File: src/source/adc_capture_pkg.sv
// shared constants, payload types and receiver state encoding
// for the serial sample capture path
package adc_capture_pkg;

	// --------------------------------------------------
	// serial frame and paired word
	// --------------------------------------------------
	// bits per conversion frame
	localparam int FRAME_BITS = 16;
	// two frames per buffered word
	localparam int WORD_BITS = 2 * FRAME_BITS;
	// bit counter runs 0..15 while shifting
	localparam int BIT_CNT_BITS = $clog2(FRAME_BITS);
	localparam logic [BIT_CNT_BITS-1:0] LAST_BIT = BIT_CNT_BITS'(FRAME_BITS - 1);

	// --------------------------------------------------
	// word buffer
	// --------------------------------------------------
	localparam int FIFO_DEPTH = 8;
	// count must hold 0..FIFO_DEPTH
	localparam int FIFO_CNT_BITS = 4;
	localparam int FIFO_PTR_BITS = FIFO_CNT_BITS - 1;
	// no new frame may start at or above this level
	localparam logic [FIFO_CNT_BITS-1:0] AFULL_LEVEL = FIFO_CNT_BITS'(FIFO_DEPTH - 1);

	// --------------------------------------------------
	// conversion pacing
	// --------------------------------------------------
	// at least 18 so a frame and its done cycle finish first
	localparam int SAMPLE_PERIOD = 24;
	localparam int PACE_CNT_BITS = $clog2(SAMPLE_PERIOD);
	localparam logic [PACE_CNT_BITS-1:0] PACE_LAST = PACE_CNT_BITS'(SAMPLE_PERIOD - 1);

	// one frame, one paired word
	typedef logic [FRAME_BITS-1:0] sample_t;
	typedef logic [WORD_BITS-1:0] word_t;

	// receiver state
	typedef enum logic [1:0]
	{
		IDLE  = 2'd0,
		SHIFT = 2'd1,
		DONE  = 2'd2
	} rx_state_t;

endpackage
File: src/source/adc_capture_top.sv
// capture top level
// pacer, frame receiver and word buffer joined by loose ports
module adc_capture_top
(
	input  logic                                     Baud_Rate,
	input  logic                                     rst_i,
	input  logic                                     capture_en_i,
	output logic                                     spi_ss_o,
	output logic                                     spi_sck_o,
	input  logic                                     spi_miso_i,
	input  logic                                     rd_pop_i,
	output adc_capture_pkg::word_t                   rd_data_o,
	output logic                                     rd_empty_o,
	output logic [adc_capture_pkg::FIFO_CNT_BITS-1:0] rd_count_o
);

	// pacer to receiver
	logic conv_start;
	// last shift cycle, watched by the checker
	logic frame_done;
	// receiver to buffer
	logic word_push;
	adc_capture_pkg::word_t word_data;
	// buffer back to pacer
	logic fifo_afull;

	// --------------------------------------------------
	// conversion pacing
	// --------------------------------------------------
	sample_pacer u_pacer
	(
		.Baud_Rate    (Baud_Rate),
		.rst_i        (rst_i),
		.enable_i     (capture_en_i),
		.fifo_afull_i (fifo_afull),
		.conv_start_o (conv_start)
	);

	// --------------------------------------------------
	// serial frame receive and pairing
	// --------------------------------------------------
	// capture enable doubles as pairing enable
	adc_frame_receiver u_receiver
	(
		.Baud_Rate    (Baud_Rate),
		.rst_i        (rst_i),
		.conv_start_i (conv_start),
		.pair_en_i    (capture_en_i),
		.spi_ss_o     (spi_ss_o),
		.spi_sck_o    (spi_sck_o),
		.spi_miso_i   (spi_miso_i),
		.frame_done_o (frame_done),
		.word_push_o  (word_push),
		.word_data_o  (word_data)
	);

	// --------------------------------------------------
	// host word buffer
	// --------------------------------------------------
	sample_fifo u_fifo
	(
		.Baud_Rate   (Baud_Rate),
		.rst_i       (rst_i),
		.push_i      (word_push),
		.push_data_i (word_data),
		.pop_i       (rd_pop_i),
		.pop_data_o  (rd_data_o),
		.empty_o     (rd_empty_o),
		.afull_o     (fifo_afull),
		.count_o     (rd_count_o)
	);

endmodule

File: src/source/sample_fifo.sv
// word buffer, first-word-fall-through
// circular storage with entry count and almost-full flag
module sample_fifo
(
	input  logic                                     Baud_Rate,
	input  logic                                     rst_i,
	input  logic                                     push_i,
	input  adc_capture_pkg::word_t                   push_data_i,
	input  logic                                     pop_i,
	output adc_capture_pkg::word_t                   pop_data_o,
	output logic                                     empty_o,
	output logic                                     afull_o,
	output logic [adc_capture_pkg::FIFO_CNT_BITS-1:0] count_o
);

	// storage
	adc_capture_pkg::word_t mem_q [adc_capture_pkg::FIFO_DEPTH];
	// pointers wrap on their own width
	logic [adc_capture_pkg::FIFO_PTR_BITS-1:0] wr_ptr_q;
	logic [adc_capture_pkg::FIFO_PTR_BITS-1:0] rd_ptr_q;
	// entries held
	logic [adc_capture_pkg::FIFO_CNT_BITS-1:0] count_q;
	// qualified strobes
	logic do_push;
	logic do_pop;

	// pacer keeps pushes below full
	assign do_push = push_i;
	// pop on empty is ignored
	assign do_pop = pop_i && !empty_o;

	// --------------------------------------------------
	// storage write
	// --------------------------------------------------
	always_ff @(posedge Baud_Rate)
	begin
		if (do_push)
		begin
			mem_q[wr_ptr_q] <= push_data_i;
		end
	end

	// --------------------------------------------------
	// pointers and count
	// --------------------------------------------------
	always_ff @(posedge Baud_Rate or posedge rst_i)
	begin
		if (rst_i)
		begin
			wr_ptr_q <= '0;
			rd_ptr_q <= '0;
			count_q <= '0;
		end
		else
		begin
			if (do_push)
			begin
				wr_ptr_q <= wr_ptr_q + 1'b1;
			end
			if (do_pop)
			begin
				rd_ptr_q <= rd_ptr_q + 1'b1;
			end
			// push and pop together leave the count alone
			case ({do_push, do_pop})
				2'b10:
				begin
					count_q <= count_q + 1'b1;
				end
				2'b01:
				begin
					count_q <= count_q - 1'b1;
				end
				default:
				begin
					count_q <= count_q;
				end
			endcase
		end
	end

	// --------------------------------------------------
	// read side
	// --------------------------------------------------
	// head word shows without a pop
	assign pop_data_o = mem_q[rd_ptr_q];
	assign empty_o = (count_q == '0);
	assign afull_o = (count_q >= adc_capture_pkg::AFULL_LEVEL);
	assign count_o = count_q;

endmodule

File: src/source/adc_frame_receiver.sv
// serial frame receiver
// select and clock generation, falling-edge shift in, two-frame pairing
module adc_frame_receiver
(
	input  logic                   Baud_Rate,
	input  logic                   rst_i,
	input  logic                   conv_start_i,
	input  logic                   pair_en_i,
	output logic                   spi_ss_o,
	output logic                   spi_sck_o,
	input  logic                   spi_miso_i,
	output logic                   frame_done_o,
	output logic                   word_push_o,
	output adc_capture_pkg::word_t word_data_o
);

	// receiver state
	adc_capture_pkg::rx_state_t state_q;
	// bit position within the frame
	logic [adc_capture_pkg::BIT_CNT_BITS-1:0] bit_cnt_q;
	// active low select, registered
	logic ss_q;
	// incoming frame
	adc_capture_pkg::sample_t shift_q;
	// older sample of the pair
	adc_capture_pkg::sample_t low_half_q;
	// high once the low half is held
	logic pair_tgl_q;
	// state decodes
	logic last_bit;
	logic in_done;

	assign last_bit = (state_q == adc_capture_pkg::SHIFT) &&
		(bit_cnt_q == adc_capture_pkg::LAST_BIT);
	assign in_done = (state_q == adc_capture_pkg::DONE);

	// --------------------------------------------------
	// serial pins
	// --------------------------------------------------
	assign spi_ss_o = ss_q;
	// sck parked high while deselected
	assign spi_sck_o = Baud_Rate | ss_q;

	// last shift cycle
	assign frame_done_o = last_bit;

	// --------------------------------------------------
	// bit counter
	// --------------------------------------------------
	always_ff @(posedge Baud_Rate or posedge rst_i)
	begin
		if (rst_i)
		begin
			bit_cnt_q <= '0;
		end
		else if (state_q == adc_capture_pkg::SHIFT)
		begin
			bit_cnt_q <= bit_cnt_q + 1'b1;
		end
		else
		begin
			bit_cnt_q <= '0;
		end
	end

	// --------------------------------------------------
	// frame FSM
	// --------------------------------------------------
	// IDLE -> SHIFT on start, 16 cycles selected, one DONE cycle
	always_ff @(posedge Baud_Rate or posedge rst_i)
	begin
		if (rst_i)
		begin
			state_q <= adc_capture_pkg::IDLE;
			ss_q <= 1'b1;
		end
		else
		begin
			case (state_q)
				adc_capture_pkg::IDLE:
				begin
					if (conv_start_i)
					begin
						state_q <= adc_capture_pkg::SHIFT;
						ss_q <= 1'b0;
					end
				end
				adc_capture_pkg::SHIFT:
				begin
					// deselect on the edge into DONE
					if (last_bit)
					begin
						state_q <= adc_capture_pkg::DONE;
						ss_q <= 1'b1;
					end
				end
				adc_capture_pkg::DONE:
				begin
					state_q <= adc_capture_pkg::IDLE;
				end
				default:
				begin
					state_q <= adc_capture_pkg::IDLE;
					ss_q <= 1'b1;
				end
			endcase
		end
	end

	// --------------------------------------------------
	// shift register
	// --------------------------------------------------
	// slave changes data after the rising edge
	// sample mid-bit on the falling edge, MSB first
	always_ff @(negedge Baud_Rate)
	begin
		if (!ss_q)
		begin
			shift_q <= {shift_q[adc_capture_pkg::FRAME_BITS-2:0], spi_miso_i};
		end
	end

	// --------------------------------------------------
	// pairing
	// --------------------------------------------------
	// toggle flips once per finished frame
	// cleared whenever pairing is off, dropping a lone half
	always_ff @(posedge Baud_Rate or posedge rst_i)
	begin
		if (rst_i)
		begin
			pair_tgl_q <= 1'b0;
		end
		else if (!pair_en_i)
		begin
			pair_tgl_q <= 1'b0;
		end
		else if (in_done)
		begin
			pair_tgl_q <= ~pair_tgl_q;
		end
	end

	// first frame of a pair parks here
	always_ff @(posedge Baud_Rate)
	begin
		if (in_done && pair_en_i && !pair_tgl_q)
		begin
			low_half_q <= shift_q;
		end
	end

	// second frame pushes, newer sample on top
	assign word_push_o = in_done && pair_en_i && pair_tgl_q;
	assign word_data_o = {shift_q, low_half_q};

endmodule

File: src/source/sample_pacer.sv
// conversion pacer
// one start pulse per sample period, skipped near a full buffer
module sample_pacer
(
	input  logic Baud_Rate,
	input  logic rst_i,
	input  logic enable_i,
	input  logic fifo_afull_i,
	output logic conv_start_o
);

	// period counter
	logic [adc_capture_pkg::PACE_CNT_BITS-1:0] pace_cnt_q;
	// end of the current period
	logic period_end;

	assign period_end = (pace_cnt_q == adc_capture_pkg::PACE_LAST);

	// --------------------------------------------------
	// period counter
	// --------------------------------------------------
	// held at zero while capture is off
	// so the first pulse lands a full period after enable
	always_ff @(posedge Baud_Rate or posedge rst_i)
	begin
		if (rst_i)
		begin
			pace_cnt_q <= '0;
		end
		else if (!enable_i)
		begin
			pace_cnt_q <= '0;
		end
		else if (period_end)
		begin
			pace_cnt_q <= '0;
		end
		else
		begin
			pace_cnt_q <= pace_cnt_q + 1'b1;
		end
	end

	// --------------------------------------------------
	// start pulse
	// --------------------------------------------------
	// registered, one cycle wide
	// almost-full drops the pulse, the period still wraps
	always_ff @(posedge Baud_Rate or posedge rst_i)
	begin
		if (rst_i)
		begin
			conv_start_o <= 1'b0;
		end
		else
		begin
			conv_start_o <= enable_i && period_end && !fifo_afull_i;
		end
	end

endmodule

File: config.mk
export PLATFORM = sky130hd
export DESIGN_NAME = adc_capture_top
export DESIGN_NICKNAME = d
export VERILOG_FILES = /design/src/source/adc_capture_pkg.sv /design/src/source/adc_capture_top.sv /design/src/source/sample_fifo.sv /design/src/source/adc_frame_receiver.sv /design/src/source/sample_pacer.sv
export SDC_FILE = /design/constraint.sdc
export NUM_CORES = 1
export LEC_CHECK = 0
export BUFFER_PORTS_ARGS = -buffer_cell sky130_fd_sc_hd__buf_2
export CORE_MARGIN = 4
export CORE_UTILIZATION = 40
export CTS_CLUSTER_SIZE = 8
export DETAILED_ROUTE_END_ITERATION = 10
export REMOVE_ABC_BUFFERS = 1
export SLEW_MARGIN = 20
export SYNTH_ARGS = -nofsm -noshare
export SYNTH_HDL_FRONTEND = slang
export SYNTH_HIERARCHICAL = 1
export SYNTH_SLANG_ARGS = --single-unit
export TNS_END_PERCENT = 5
File: constraint.sdc
create_clock -name Baud_Rate -period 4.9 [get_ports Baud_Rate]
set_input_delay 0.49 -clock Baud_Rate [delete_from_list [all_inputs] [get_ports Baud_Rate]]
set_output_delay 0.49 -clock Baud_Rate [all_outputs]
set_load 0.01 [all_outputs]
==> run summary <==
* **result of the run** completed
* **Chip Height** 181 µm
* **number of antenna violations at the first check in global routing** 0
* **areal power density over the cells** 536 nW/µm²
* **total inserted antenna cells** 0
* **peak fanout along the critical path** 10
* **clock-pin slew of the registers on the worst-case setup and hold paths** 50 ps
* **final-layout worst hold slack** 265 ps
* **number of levels in the clock H-tree** 2
* **synthesis-to-finish area growth** 17.9%
* **remaining routing DRC violations** 0
* **CP required** 4410 ps
* **number of failing hold endpoints at the final stage** 0
* **internal power contribution** 0.00558 W
* **most repeated library cell on the critical path** sky130_fd_sc_hd__clkbuf_16
* **post-cts gate resize count** 0
* **final non-filler cell area** 14100 µm²
* **DRT met1 WL** 9.84 mm
* **count of input and output buffers** 43
* **Sw Pwr** 0.00198 W
* **Clk network pwr share** 38.7%
* **CTS Buf Count** 45
* **total global routing track utilization** 14.1%
* **crit path launch type** clock port
* **CTS root buf** sky130_fd_sc_hd__clkbuf_16
* **clock latency at the later pin of the worst-skew pair** 590 ps
* **maximum number of pins on one net before global-route repair** 37
* **Switching Fraction** 26.1%
* **average via count per standard cell** 5.19
* **worst slack at placement** 1110 ps
* **die span in x** 181 µm
* **leak pwr** 4.81 nW
* **overall power of the completed layout** 0.00755 W
* **routed wire length per instance** 21.7 µm
* **highest-delay cell along the critical path** sky130_fd_sc_hd__clkbuf_16
* **detailed route wirelength on metal3** 1.18 mm
* **class of the tightest hold or removal check** in -> reg
* **slowest cell delay on critical path** 200 ps
* **syn_area_per_cell** 22.6 µm²
* **detailed-route via count** 5494
* **layout cells sized above 1** 29.8%
* **Clock Skews** 73.4 ps
* **number of slew-limit violations in the final report** 0
* **half-perimeter wire length after placement** 12.6 mm
* **signal arrival time at the worst endpoint** 3280 ps
* **detailed route wirelength on metal2** 11.4 mm
* **portion of total power attributed to sequential cells** 41.7%
* **fin nets** 644
* **maximum clock insertion buffer count** 3
* **crit path kind** clk -> out
* **wire length of the first global-routing pass** 35.5 mm
* **instance area at placement** 12700 µm²
* **instance count of the mapped netlist** 529
* **maxcap violations** 0
* **antenna-violating nets left** 0
* **total number of yosys warnings** 6
* **clock tree from TritonCTS** built
* **topmost layer with routed signal wires** met4
* **router iterations before antenna repair** 4
* **total wire length after detailed routing** 22.9 mm
* **series of cell instances along the critical path** clkbuf_16, clkbuf_16, clkbuf_16, inv_1, nand2_1, buf_2
* **Starting Density** 40.5%
* **power share of the combinational group** 19.6%
* **die footprint** 32700 µm²
* **Worst Setup Slack, final** 1130 ps
* **count of boundary I/O pins** 44
* **endpoint class of the critical path** output port
* **mapped cell area** 12000 µm²
* **placer congestion estimate** 0.677
* **setup violators final** 0
* **First DRT Iteration DRCs** 385
* **IR Drop Worst-Case VDD** 0.000347 V
* **Placement Rows** 63
* **slew at the pin closest to its max-slew limit** 1050 ps
* **via count of the first global-routing pass** 5970
* **Total Neg Setup Slack** 0 ps
* **headroom to the max-slew limit** 30.1%
* **area of the placeable core** 29600 µm²
* **setup repair after global routing missed its margin** no
* **GR Overflow Total** 0
power by group through the flow:
stage          Clock [W]  Sequential (W)  Combinational, W
2_1_floorplan  0.0000311         0.00324          0.000981
6_report         0.00292         0.00315           0.00148
4_1_cts          0.00299         0.00316           0.00153
3_5_place_dp   0.0000380         0.00321           0.00152
3_3_place_gp   0.0000380         0.00320           0.00149
5_1_grt          0.00313         0.00317           0.00161
final cells by class:
class | instances | area, µm²
Inverter | 11 | 41.3
Sequential cell | 312 | 9260
Fill cell | 2418 | 15500
Clock inverter | 20 | 109
Clock buffer | 82 | 1300
Multi-Input combinational cell | 185 | 2570
Timing Repair Buffer | 58 | 333
Tap cell | 390 | 488
routing by layer:
metal	up-vias	global-route usage, %
met2	132	23.4
met5	-	0
li1	2409	-
met4	0	3.81
met1	2908	19.0
met3	45	3.24
placed cells by master, fill, tap and decap left out, types with 9 or more instances in the layout:
cell / count
sky130_fd_sc_hd__buf_2: 43
sky130_fd_sc_hd__buf_4: 15
sky130_fd_sc_hd__clkbuf_1: 34
sky130_fd_sc_hd__clkbuf_16: 46
sky130_fd_sc_hd__dfrtp_1: 21
sky130_fd_sc_hd__edfxtp_1: 288
sky130_fd_sc_hd__inv_1: 27
sky130_fd_sc_hd__mux2_2: 34
sky130_fd_sc_hd__mux4_1: 25
sky130_fd_sc_hd__mux4_2: 39
sky130_fd_sc_hd__nand2_1: 14
sky130_fd_sc_hd__nor2_1: 9
metrics by stage:
stage               utilization (%)  cells
finish                         47.7   1058
global route                   47.7   1058
CTS                            47.7   1058
detailed placement             42.9    957
global placement               42.9    957
floorplan                         -    509
registers in the layout, summed over array words and instances (netlist names):
register	flops
u_receiver/low_half_q	16
u_receiver/spi_ss_o	1
u_receiver/shift_q	16
u_fifo/mem_q	256
u_receiver/pair_tgl_q	1
u_fifo/rd_ptr_q	3
u_fifo/wr_ptr_q	3
u_receiver/bit_cnt_q	4
u_receiver/state_q	2
u_pacer/pace_cnt_q	5
u_fifo/count_o	4
u_pacer/conv_start_o	1
worst paths after layout:
path                       slack [ps]  cells after the start               startpoint                 endpoint
max                              1130                      6                Baud_Rate                spi_sck_o
min                               270                      3                 rd_pop_i       u_fifo/rd_ptr_q[0]
max reg2reg                      1180                      1      u_receiver/spi_ss_o    u_receiver/shift_q[7]
min reg2reg                       460                      1  u_receiver/bit_cnt_q[0]  u_receiver/bit_cnt_q[0]
max in group asynchronous        4050                      3                    rst_i       u_fifo/rd_ptr_q[0]
min in group asynchronous         450                      3                    rst_i     u_pacer/conv_start_o
critical path: cells and delay by family:
family	cells	cell delay, ps
buf+inv	5	760
simple gates	1	70
repair_timing:
item / 4_1_cts / 5_1_grt
hold endpoints to repair: 23 / 0
hold buffers: 1 / 0
setup buffers: 0 / 0
Note: power is estimated with default switching activity, not from simulation.
